$ cat src/dmaBusPkg.sv
// widths of the fifo side of the dma controller, imported by the fifo counter and the top level.
package dmaBusPkg;

    // enough for a depth of up to 15 longwords.
    localparam int FIFO_COUNT_W = 4;

    // number of longwords held in the fifo.
    typedef logic [FIFO_COUNT_W-1:0] fifoCount_t;

endpackage

$ cat src/cpuSmPkg.sv
// state encoding and product-term layout shared by the bus master decoders, imported where used.
package cpuSmPkg;

    // bus master states, IDLE at zero so reset lands there.
    typedef enum logic [4:0] {
        IDLE    = 5'd0,
        ARB     = 5'd1,                     // bus request out, waiting for grant.
        ADDR    = 5'd2,                     // address strobe cycle.
        DATA    = 5'd3,                     // data strobe, waiting for acknowledge.
        TERM    = 5'd4,                     // cycle finished, decide keep or release.
        RELEASE = 5'd5                      // bus handed back.
    } cpuState_t;

    localparam int SM_TERM_COUNT = 9;

    typedef logic [SM_TERM_COUNT-1:0] smTerms_t;

    // bit positions inside smTerms_t.
    typedef enum logic [3:0] {
        T_REQREAD   = 4'd0,                 // fifo has room, cpu to fifo.
        T_REQWRITE  = 4'd1,                 // fifo has data, fifo to cpu.
        T_GRANTED   = 4'd2,
        T_ACK32     = 4'd3,                 // full longword port.
        T_ACK16     = 4'd4,                 // word port only.
        T_ACKANY    = 4'd5,
        T_WORDDONE  = 4'd6,                 // whole fifo longword moved.
        T_KEEPBUS   = 4'd7,
        T_FLUSHDONE = 4'd8
    } smTermIdx_t;

endpackage

$ cat src/cpuSmInputs.sv
// input decoder of the bus master, folds bus, dma and fifo inputs into the product-term vector.
`timescale 1ns/1ns

module cpuSmInputs (
    input  cpuSmPkg::cpuState_t state,
    input  logic                A1,
    input  logic                nBGRANT,
    input  logic                DMADIR,
    input  logic                DMAENA,
    input  logic                nDREQ,
    input  logic                nDSACK0,
    input  logic                nDSACK1,
    input  logic                nSTERM,
    input  logic                FIFOEMPTY,
    input  logic                FIFOFULL,
    input  logic                FLUSHFIFO,
    input  logic                LASTWORD,
    output cpuSmPkg::smTerms_t  terms
);

    import cpuSmPkg::*;

    logic dmaReq;                           // peripheral asking for service.
    logic reqRead;
    logic reqWrite;
    logic ack32;
    logic ack16;
    logic dirReq;                           // request matching the current direction.

    // active-low bus signals are turned around here and nowhere else.
    assign dmaReq   = DMAENA & ~nDREQ;
    assign reqRead  = dmaReq & ~DMADIR & ~FIFOFULL;
    assign reqWrite = dmaReq & DMADIR & ~FIFOEMPTY;
    assign dirReq   = DMADIR ? reqWrite : reqRead;

    // stERM counts as a full 32 bit termination.
    assign ack32 = ~nSTERM | (~nDSACK0 & ~nDSACK1);
    assign ack16 = ~nDSACK1 & nDSACK0 & nSTERM;

    always_comb begin
        terms = '0;
        terms[T_REQREAD]   = reqRead;
        terms[T_REQWRITE]  = reqWrite;
        terms[T_GRANTED]   = ~nBGRANT;
        terms[T_ACK32]     = ack32;
        terms[T_ACK16]     = ack16;
        terms[T_ACKANY]    = ack32 | ack16;
        terms[T_WORDDONE]  = ack32 | (ack16 & A1);  // upper half of a 16 bit pair.
        terms[T_KEEPBUS]   = (state == TERM) & dirReq & ~LASTWORD;
        terms[T_FLUSHDONE] = FLUSHFIFO & DMADIR & FIFOEMPTY;
    end

endmodule

$ cat src/cpuSmOutputs.sv
// output decoder of the bus master, gives strobes, fifo pulses and the next state per state.
`timescale 1ns/1ns

module cpuSmOutputs (
    input  cpuSmPkg::cpuState_t state,
    input  cpuSmPkg::smTerms_t  terms,
    input  logic                A1,
    input  logic                DMADIR,
    output logic                BREQ,
    output logic                BGACK,
    output logic                PAS,
    output logic                PDS,
    output logic                SIZE1,
    output logic                F2CPUL,
    output logic                F2CPUH,
    output logic                PLLW,
    output logic                PLHW,
    output logic                BRIDGEOUT,
    output logic                BRIDGEIN,
    output logic                INCFIFO,
    output logic                DECFIFO,
    output logic                INCNI,
    output logic                INCNO,
    output logic                STOPFLUSH,
    output cpuSmPkg::cpuState_t nextState
);

    import cpuSmPkg::*;

    always_comb begin
        BREQ      = 1'b0;
        BGACK     = 1'b0;
        PAS       = 1'b0;
        PDS       = 1'b0;
        SIZE1     = 1'b0;
        F2CPUL    = 1'b0;
        F2CPUH    = 1'b0;
        PLLW      = 1'b0;
        PLHW      = 1'b0;
        BRIDGEOUT = 1'b0;
        BRIDGEIN  = 1'b0;
        INCFIFO   = 1'b0;
        DECFIFO   = 1'b0;
        INCNI     = 1'b0;
        INCNO     = 1'b0;
        STOPFLUSH = 1'b0;
        nextState = state;

        case (state)
            IDLE: begin
                STOPFLUSH = terms[T_FLUSHDONE];
                if (terms[T_REQREAD] | terms[T_REQWRITE]) begin
                    nextState = ARB;
                end
            end
            ARB: begin
                BREQ = 1'b1;                // dropped on the granted edge.
                if (terms[T_GRANTED]) begin
                    nextState = ADDR;
                end
            end
            ADDR: begin
                BGACK     = 1'b1;
                PAS       = 1'b1;
                SIZE1     = A1;
                nextState = DATA;
            end
            DATA: begin
                BGACK = 1'b1;
                PAS   = 1'b1;
                PDS   = 1'b1;
                SIZE1 = A1;
                if (DMADIR) begin
                    // fifo to cpu, high half only goes out on an even word.
                    BRIDGEOUT = 1'b1;
                    F2CPUL    = 1'b1;
                    F2CPUH    = ~A1;
                    INCNO     = terms[T_ACKANY];
                    DECFIFO   = terms[T_WORDDONE];
                end else begin
                    // cpu to fifo, latch the half the slave returned.
                    BRIDGEIN = 1'b1;
                    PLHW     = terms[T_ACK32] | (terms[T_ACK16] & ~A1);
                    PLLW     = terms[T_ACK32] | (terms[T_ACK16] & A1);
                    INCNI    = terms[T_ACKANY];
                    INCFIFO  = terms[T_WORDDONE];
                end
                if (terms[T_ACKANY]) begin
                    nextState = TERM;
                end
            end
            TERM: begin
                BGACK     = 1'b1;
                nextState = terms[T_KEEPBUS] ? ADDR : RELEASE;
            end
            RELEASE: begin
                nextState = IDLE;           // one dead cycle with bgack low.
            end
            default: begin
                nextState = IDLE;           // unused encodings recover.
            end
        endcase
    end

endmodule

$ cat src/cpuSmInternals.sv
// bus master state machine, state register between the input and output decoders.
`timescale 1ns/1ns

module cpuSmInternals (
    input  logic CLK90,
    input  logic nRESET,
    input  logic A1,
    input  logic nBGRANT,
    input  logic DMADIR,
    input  logic DMAENA,
    input  logic nDREQ,
    input  logic nDSACK0,
    input  logic nDSACK1,
    input  logic nSTERM,
    input  logic FIFOEMPTY,
    input  logic FIFOFULL,
    input  logic FLUSHFIFO,
    input  logic LASTWORD,
    output logic BREQ,
    output logic BGACK,
    output logic PAS,
    output logic PDS,
    output logic SIZE1,
    output logic F2CPUL,
    output logic F2CPUH,
    output logic PLLW,
    output logic PLHW,
    output logic BRIDGEOUT,
    output logic BRIDGEIN,
    output logic INCFIFO,
    output logic DECFIFO,
    output logic INCNI,
    output logic INCNO,
    output logic STOPFLUSH
);

    import cpuSmPkg::*;

    cpuState_t state;
    cpuState_t nextState;
    smTerms_t  terms;

    cpuSmInputs uInputs (
        .state     (state     ),
        .A1        (A1        ),
        .nBGRANT   (nBGRANT   ),
        .DMADIR    (DMADIR    ),
        .DMAENA    (DMAENA    ),
        .nDREQ     (nDREQ     ),
        .nDSACK0   (nDSACK0   ),
        .nDSACK1   (nDSACK1   ),
        .nSTERM    (nSTERM    ),
        .FIFOEMPTY (FIFOEMPTY ),
        .FIFOFULL  (FIFOFULL  ),
        .FLUSHFIFO (FLUSHFIFO ),
        .LASTWORD  (LASTWORD  ),
        .terms     (terms     )
    );

    cpuSmOutputs uOutputs (
        .state     (state     ),
        .terms     (terms     ),
        .A1        (A1        ),
        .DMADIR    (DMADIR    ),
        .BREQ      (BREQ      ),
        .BGACK     (BGACK     ),
        .PAS       (PAS       ),
        .PDS       (PDS       ),
        .SIZE1     (SIZE1     ),
        .F2CPUL    (F2CPUL    ),
        .F2CPUH    (F2CPUH    ),
        .PLLW      (PLLW      ),
        .PLHW      (PLHW      ),
        .BRIDGEOUT (BRIDGEOUT ),
        .BRIDGEIN  (BRIDGEIN  ),
        .INCFIFO   (INCFIFO   ),
        .DECFIFO   (DECFIFO   ),
        .INCNI     (INCNI     ),
        .INCNO     (INCNO     ),
        .STOPFLUSH (STOPFLUSH ),
        .nextState (nextState )
    );

    always_ff @(posedge CLK90 or negedge nRESET) begin
        if (!nRESET) begin
            state <= IDLE;
        end else begin
            state <= nextState;             // one transition per edge.
        end
    end

endmodule

$ cat src/fifoControl.sv
// longword occupancy counter of the dma fifo, feeds empty and full back to the bus master.
`timescale 1ns/1ns

module fifoControl #(
    parameter int FIFO_DEPTH = 8            // longwords, 1 to 15.
) (
    input  logic                  CLK90,
    input  logic                  nRESET,
    input  logic                  INCFIFO,
    input  logic                  DECFIFO,
    output logic                  FIFOEMPTY,
    output logic                  FIFOFULL,
    output dmaBusPkg::fifoCount_t fifoLevel
);

    import dmaBusPkg::*;

    localparam fifoCount_t DEPTH_COUNT = fifoCount_t'(FIFO_DEPTH);
    localparam fifoCount_t ONE         = fifoCount_t'(1);

    fifoCount_t count;

    assign FIFOEMPTY = (count == '0);
    assign FIFOFULL  = (count == DEPTH_COUNT);
    assign fifoLevel = count;

    // pulses from DATA land while the machine sits in TERM.
    always_ff @(posedge CLK90 or negedge nRESET) begin
        if (!nRESET) begin
            count <= '0;
        end else begin
            case ({INCFIFO, DECFIFO})
                2'b10: begin
                    if (!FIFOFULL) begin
                        count <= count + ONE;       // word written in from the bus.
                    end
                end
                2'b01: begin
                    if (!FIFOEMPTY) begin
                        count <= count - ONE;       // word sent out to the bus.
                    end
                end
                default: begin
                    count <= count;                 // both or neither cancel.
                end
            endcase
        end
    end

endmodule

$ cat src/cpuSmTop.sv
// top of the scsi dma bus master, joins the state machine and the fifo occupancy counter.
`timescale 1ns/1ns

module cpuSmTop #(
    parameter int FIFO_DEPTH = 8
) (
    input  logic                  CLK90,
    input  logic                  nRESET,
    input  logic                  A1,
    input  logic                  nBGRANT,
    input  logic                  DMADIR,
    input  logic                  DMAENA,
    input  logic                  nDREQ,
    input  logic                  nDSACK0,
    input  logic                  nDSACK1,
    input  logic                  nSTERM,
    input  logic                  FLUSHFIFO,
    input  logic                  LASTWORD,
    output logic                  BREQ,
    output logic                  BGACK,
    output logic                  PAS,
    output logic                  PDS,
    output logic                  SIZE1,
    output logic                  F2CPUL,
    output logic                  F2CPUH,
    output logic                  PLLW,
    output logic                  PLHW,
    output logic                  BRIDGEOUT,
    output logic                  BRIDGEIN,
    output logic                  INCFIFO,
    output logic                  DECFIFO,
    output logic                  INCNI,
    output logic                  INCNO,
    output logic                  STOPFLUSH,
    output dmaBusPkg::fifoCount_t fifoLevel
);

    logic fifoEmpty;                        // flags looped back into the machine.
    logic fifoFull;

    cpuSmInternals uSm (
        .CLK90     (CLK90     ),
        .nRESET    (nRESET    ),
        .A1        (A1        ),
        .nBGRANT   (nBGRANT   ),
        .DMADIR    (DMADIR    ),
        .DMAENA    (DMAENA    ),
        .nDREQ     (nDREQ     ),
        .nDSACK0   (nDSACK0   ),
        .nDSACK1   (nDSACK1   ),
        .nSTERM    (nSTERM    ),
        .FIFOEMPTY (fifoEmpty ),
        .FIFOFULL  (fifoFull  ),
        .FLUSHFIFO (FLUSHFIFO ),
        .LASTWORD  (LASTWORD  ),
        .BREQ      (BREQ      ),
        .BGACK     (BGACK     ),
        .PAS       (PAS       ),
        .PDS       (PDS       ),
        .SIZE1     (SIZE1     ),
        .F2CPUL    (F2CPUL    ),
        .F2CPUH    (F2CPUH    ),
        .PLLW      (PLLW      ),
        .PLHW      (PLHW      ),
        .BRIDGEOUT (BRIDGEOUT ),
        .BRIDGEIN  (BRIDGEIN  ),
        .INCFIFO   (INCFIFO   ),
        .DECFIFO   (DECFIFO   ),
        .INCNI     (INCNI     ),
        .INCNO     (INCNO     ),
        .STOPFLUSH (STOPFLUSH )
    );

    fifoControl #(
        .FIFO_DEPTH (FIFO_DEPTH)
    ) uFifo (
        .CLK90     (CLK90     ),
        .nRESET    (nRESET    ),
        .INCFIFO   (INCFIFO   ),
        .DECFIFO   (DECFIFO   ),
        .FIFOEMPTY (fifoEmpty ),
        .FIFOFULL  (fifoFull  ),
        .fifoLevel (fifoLevel )
    );

endmodule

$ cat config.mk
export PLATFORM = sky130hd
export DESIGN_NAME = cpuSmTop
export DESIGN_NICKNAME = d
export VERILOG_FILES = /design/src/dmaBusPkg.sv /design/src/cpuSmPkg.sv /design/src/cpuSmInputs.sv /design/src/cpuSmOutputs.sv /design/src/cpuSmInternals.sv /design/src/fifoControl.sv /design/src/cpuSmTop.sv
export SDC_FILE = /design/constraint.sdc
export NUM_CORES = 1
export LEC_CHECK = 0
export ABC_AREA = 1
export BUFFER_PORTS_ARGS = -buffer_cell sky130_fd_sc_hd__buf_2
export CAP_MARGIN = 30
export CORE_ASPECT_RATIO = 0.9
export CORE_MARGIN = 1.5
export CORE_UTILIZATION = 49
export CTS_CLUSTER_SIZE = 16
export DETAILED_ROUTE_END_ITERATION = 12
export GPL_ROUTABILITY_DRIVEN = 0
export GPL_TIMING_DRIVEN = 0
export HOLD_SLACK_MARGIN = 0.03
export PLACE_DENSITY_LB_ADDON = 0.1
export SYNTH_ARGS = -nofsm -noshare
export SYNTH_HDL_FRONTEND = slang
export SYNTH_HIERARCHICAL = 1
export SYNTH_SLANG_ARGS = --single-unit
$ cat constraint.sdc
create_clock -name CLK90 -period 2.5 [get_ports CLK90]
set_input_delay 0.375 -clock CLK90 [delete_from_list [all_inputs] [get_ports CLK90]]
set_output_delay 0.375 -clock CLK90 [all_outputs]
set_load 0.1 [all_outputs]
==> flow_summary.yaml <==
clocking:
  numCtsBuffers: 3
  cts_root_buffer: "clkbuf_4"
  ctsResizeCount: 0
  numClockSinks: 9
  clockBufferDepth: 2
  clk_pin_slew_worst_paths_ps: 70
  cts_tree: "built"
  worstSkewPairLatency_ps: 260
  htree_levels: 1
  post-cts-setup-buffers: 0
layout:
  antenna_cells: 0
  area_growth_pct: 31.7
  finish.utilization_pct: 69.4
  stdcell_area_mm2: 0.00118
  layout.nets: 192
  fill_cells: 168
  drive_gt1_share_pct: 42.1
  final_cell_mix: "31 x buf_2, 26 x inv_1, 19 x nand2_1"
  final_common_cell: "buf_2"
  layout.cells.non_filler: 202
sta:
  period_share_pct: 91.6
  fin_crit_ps: 2290
  clock.fmax_ghz: 0.437
  setup-violations-final: 0
  drv_slew: 0
  rsz0062_at_grt: "no"
  final_hold_viol_count: 0
  skew_ps: 0.540
  fin_ws_ps: 211
floorplan:
  die_w_um: 48.0
  die_area_mm2: 0.00209
  initial_core_util_pct: 52.7
  coreArea_mm2: 0.00170
  rows: 14
  die_y_um: 43.5
  ios: 32
worst_setup_path:
  r2r_start: "uSm/state[3]"
  cp_max_fo: 6
  critPathBufInv: 2
  end_kind: "output port"
  crit_required_ps: 2120
  criticalPathCategory: "reg -> out"
  arrival_ps: 1910
  cpPeakStageDelay_ps: 470
  cp.depth: 6
  slowest_stage: "dfrtp_1"
  endpoint: "STOPFLUSH"
  cp-startpoint: "uFifo/fifoLevel[0]"
  crit_path_cell_trace: "nor2_1 -> nand3_1 -> inv_1 -> and3_2 -> nor3b_4 -> buf_2"
  crit_family: "simple AND/OR/NAND/NOR gates"
  timing.rr.end: "uFifo/fifoLevel[2]"
  r2r_slack_ps: 370
  startpoint_type: "register"
  r2r_cells: 15
global_routing:
  grt_use_met1_pct: 32.4
  grt_usage_pct: 23.2
  antenna_found_initial: 0
  grt_pass1_vias: 832
  grt_max_degree: 10
  busiest_layer: "met2"
  grt_first_pass_wirelength_um: 3420
  grt_overflow_total: 0
  use_met2_pct: 35.7
  gr-usage-met3_pct: 3.75
pwr:
  vdd_ir_drop_max_mv: 0.250
  internal_power_w: 0.000236
  switching_share_pct: 32.0
  p_leak_nw: 0.707
  power.total_w: 0.000348
  powerDensity_mw_per_mm2: 295
  combPwrFrac_pct: 20.9
  clock_power_share_pct: 34.2
  power_frac_seq_pct: 44.9
  switching_power_w: 0.000111
routing:
  routed_wl_um: 2100
  postRouteAntennaNets: 0
  viasPerCell: 4.77
  vias: 963
  drt_iter0_drc: 26
  wl_per_cell_um: 10.4
  drt_first_pass_iters: 4
  drc: 0
place:
  place_area_mm2: 0.00114
  dp.cells: 197
  io_buffers: 31
  pre_cts_ws_ps: 379
  place_hpwl_um: 1720
run_status:
  status: "completed"
logic_synthesis:
  synth.cell_area_um2: 895
  yosysWarnings: 6
  yosysSeqAreaShare_pct: 25.2
  ys_ff_latch: 9
  synth.distinct_cells: 23
  synth_cells: 141
  avgSynthCellArea_um2: 6.34
job:
  cap_violations: 0
worst_hold_path:
  hold_path_class: "in -> reg"
-- per-layer routing --
metal / wire length (um) / vias up
met4: 17 / 0
met1: 933 / 435
li1: - / 501
met2: 1050 / 25
met3: 91 / 2
met5: 0 / -
-- logic make-up after synthesis --
group | share of synthesized area (%)
DFF | 25.2
buffers and inverters | 20.6
xor gates and xnor gates | 2.94
AOI/OAI and AO/OA | 5.87
and+or+nand+nor | 43.6
adders and majority gates | 1.40
other | 0.419
-- worst min-delay path by stage --
| stage | start | to | slack (ps) | cells after the start |
|---|---|---|---|---|
| after detailed placement | nRESET | uSm/state[0] | 240 | 1 |
| final | nBGRANT | uSm/state[1] | 420 | 4 |
| after CTS | nBGRANT | uSm/state[1] | 420 | 4 |
| after floorplan | nRESET | uFifo/fifoLevel[0] | 80 | 0 |
| after global placement | nRESET | uSm/state[0] | 240 | 1 |
| after global routing | nBGRANT | uSm/state[1] | 450 | 4 |
-- stage by stage --
stage / setup TNS (ps) / hold slack [ps]
6_report: 0 / 423
5_1_grt: 0 / 452
4_1_cts: 0 / 423
3_5_place_dp: 0 / 242
3_3_place_gp: 0 / 236
2_1_floorplan: -1310 / 79.4
-- power groups by stage --
stage	registers [W]	logic, W	clock network [W]
after detailed placement	0.000159	0.0000715	0
after global routing	0.000156	0.0000812	0.000131
after CTS	0.000156	0.0000731	0.000124
after global placement	0.000159	0.0000691	0
after floorplan	0.000166	0.0000408	0
final	0.000156	0.0000727	0.000119
-- flip-flops by register name, indices dropped and copies added, names as in the netlist --
register,flops
uFifo/fifoLevel,4
uSm/state,5
-- area by class of cell --
cell class                      count  area (um^2)  area share, %
Buffer                              7         52.6           4.46
Clock buffer                        4         26.3           2.23
Inverter                           35          134           11.4
Multi-Input combinational cell     91          546           46.3
Sequential cell                     9          225           19.1
Tap cell                           24         30.0           2.55
Timing Repair Buffer               32          165           14.0
-- synthesized netlist by cell type (all sizes together) --
| library cell | number | area [um^2] |
|---|---|---|
| and3 | 1 | 7.51 |
| nor2 | 29 | 149 |
| inv | 35 | 131 |
| nor3 | 2 | 10.0 |
| nand4 | 6 | 37.5 |
| nor3b | 1 | 7.51 |
| a21o | 1 | 7.51 |
| nand3 | 13 | 82.6 |
| xor2 | 3 | 26.3 |
| o21ai | 6 | 30.0 |
| dfrtp | 9 | 225 |
| a21oi | 3 | 15.0 |
| ha | 1 | 12.5 |
| buf | 7 | 52.6 |
| conb | 1 | 3.75 |
| nand2 | 23 | 96.3 |
-- worst register-to-register path, cell delays in order, from the launching register on --
cell and delay [ps]:
dfrtp_1 430, nor2_4 240, nand3_4 140, nor2_4 140, inv_4 60, nor2_4 130, inv_2 60, nand2_2 100
nand2_1 80, nand2_1 90, inv_2 50, ha_4 140, inv_1 40, nand2_1 50, xor2_1 170, a21oi_1 90
-- what timing repair did --
action | CTS | global route
hold endpoints to repair | 9 | 0
hold buffers | 1 | 0
setup endpoints to repair | 0 | 0
(Power assumes the default switching activity.)
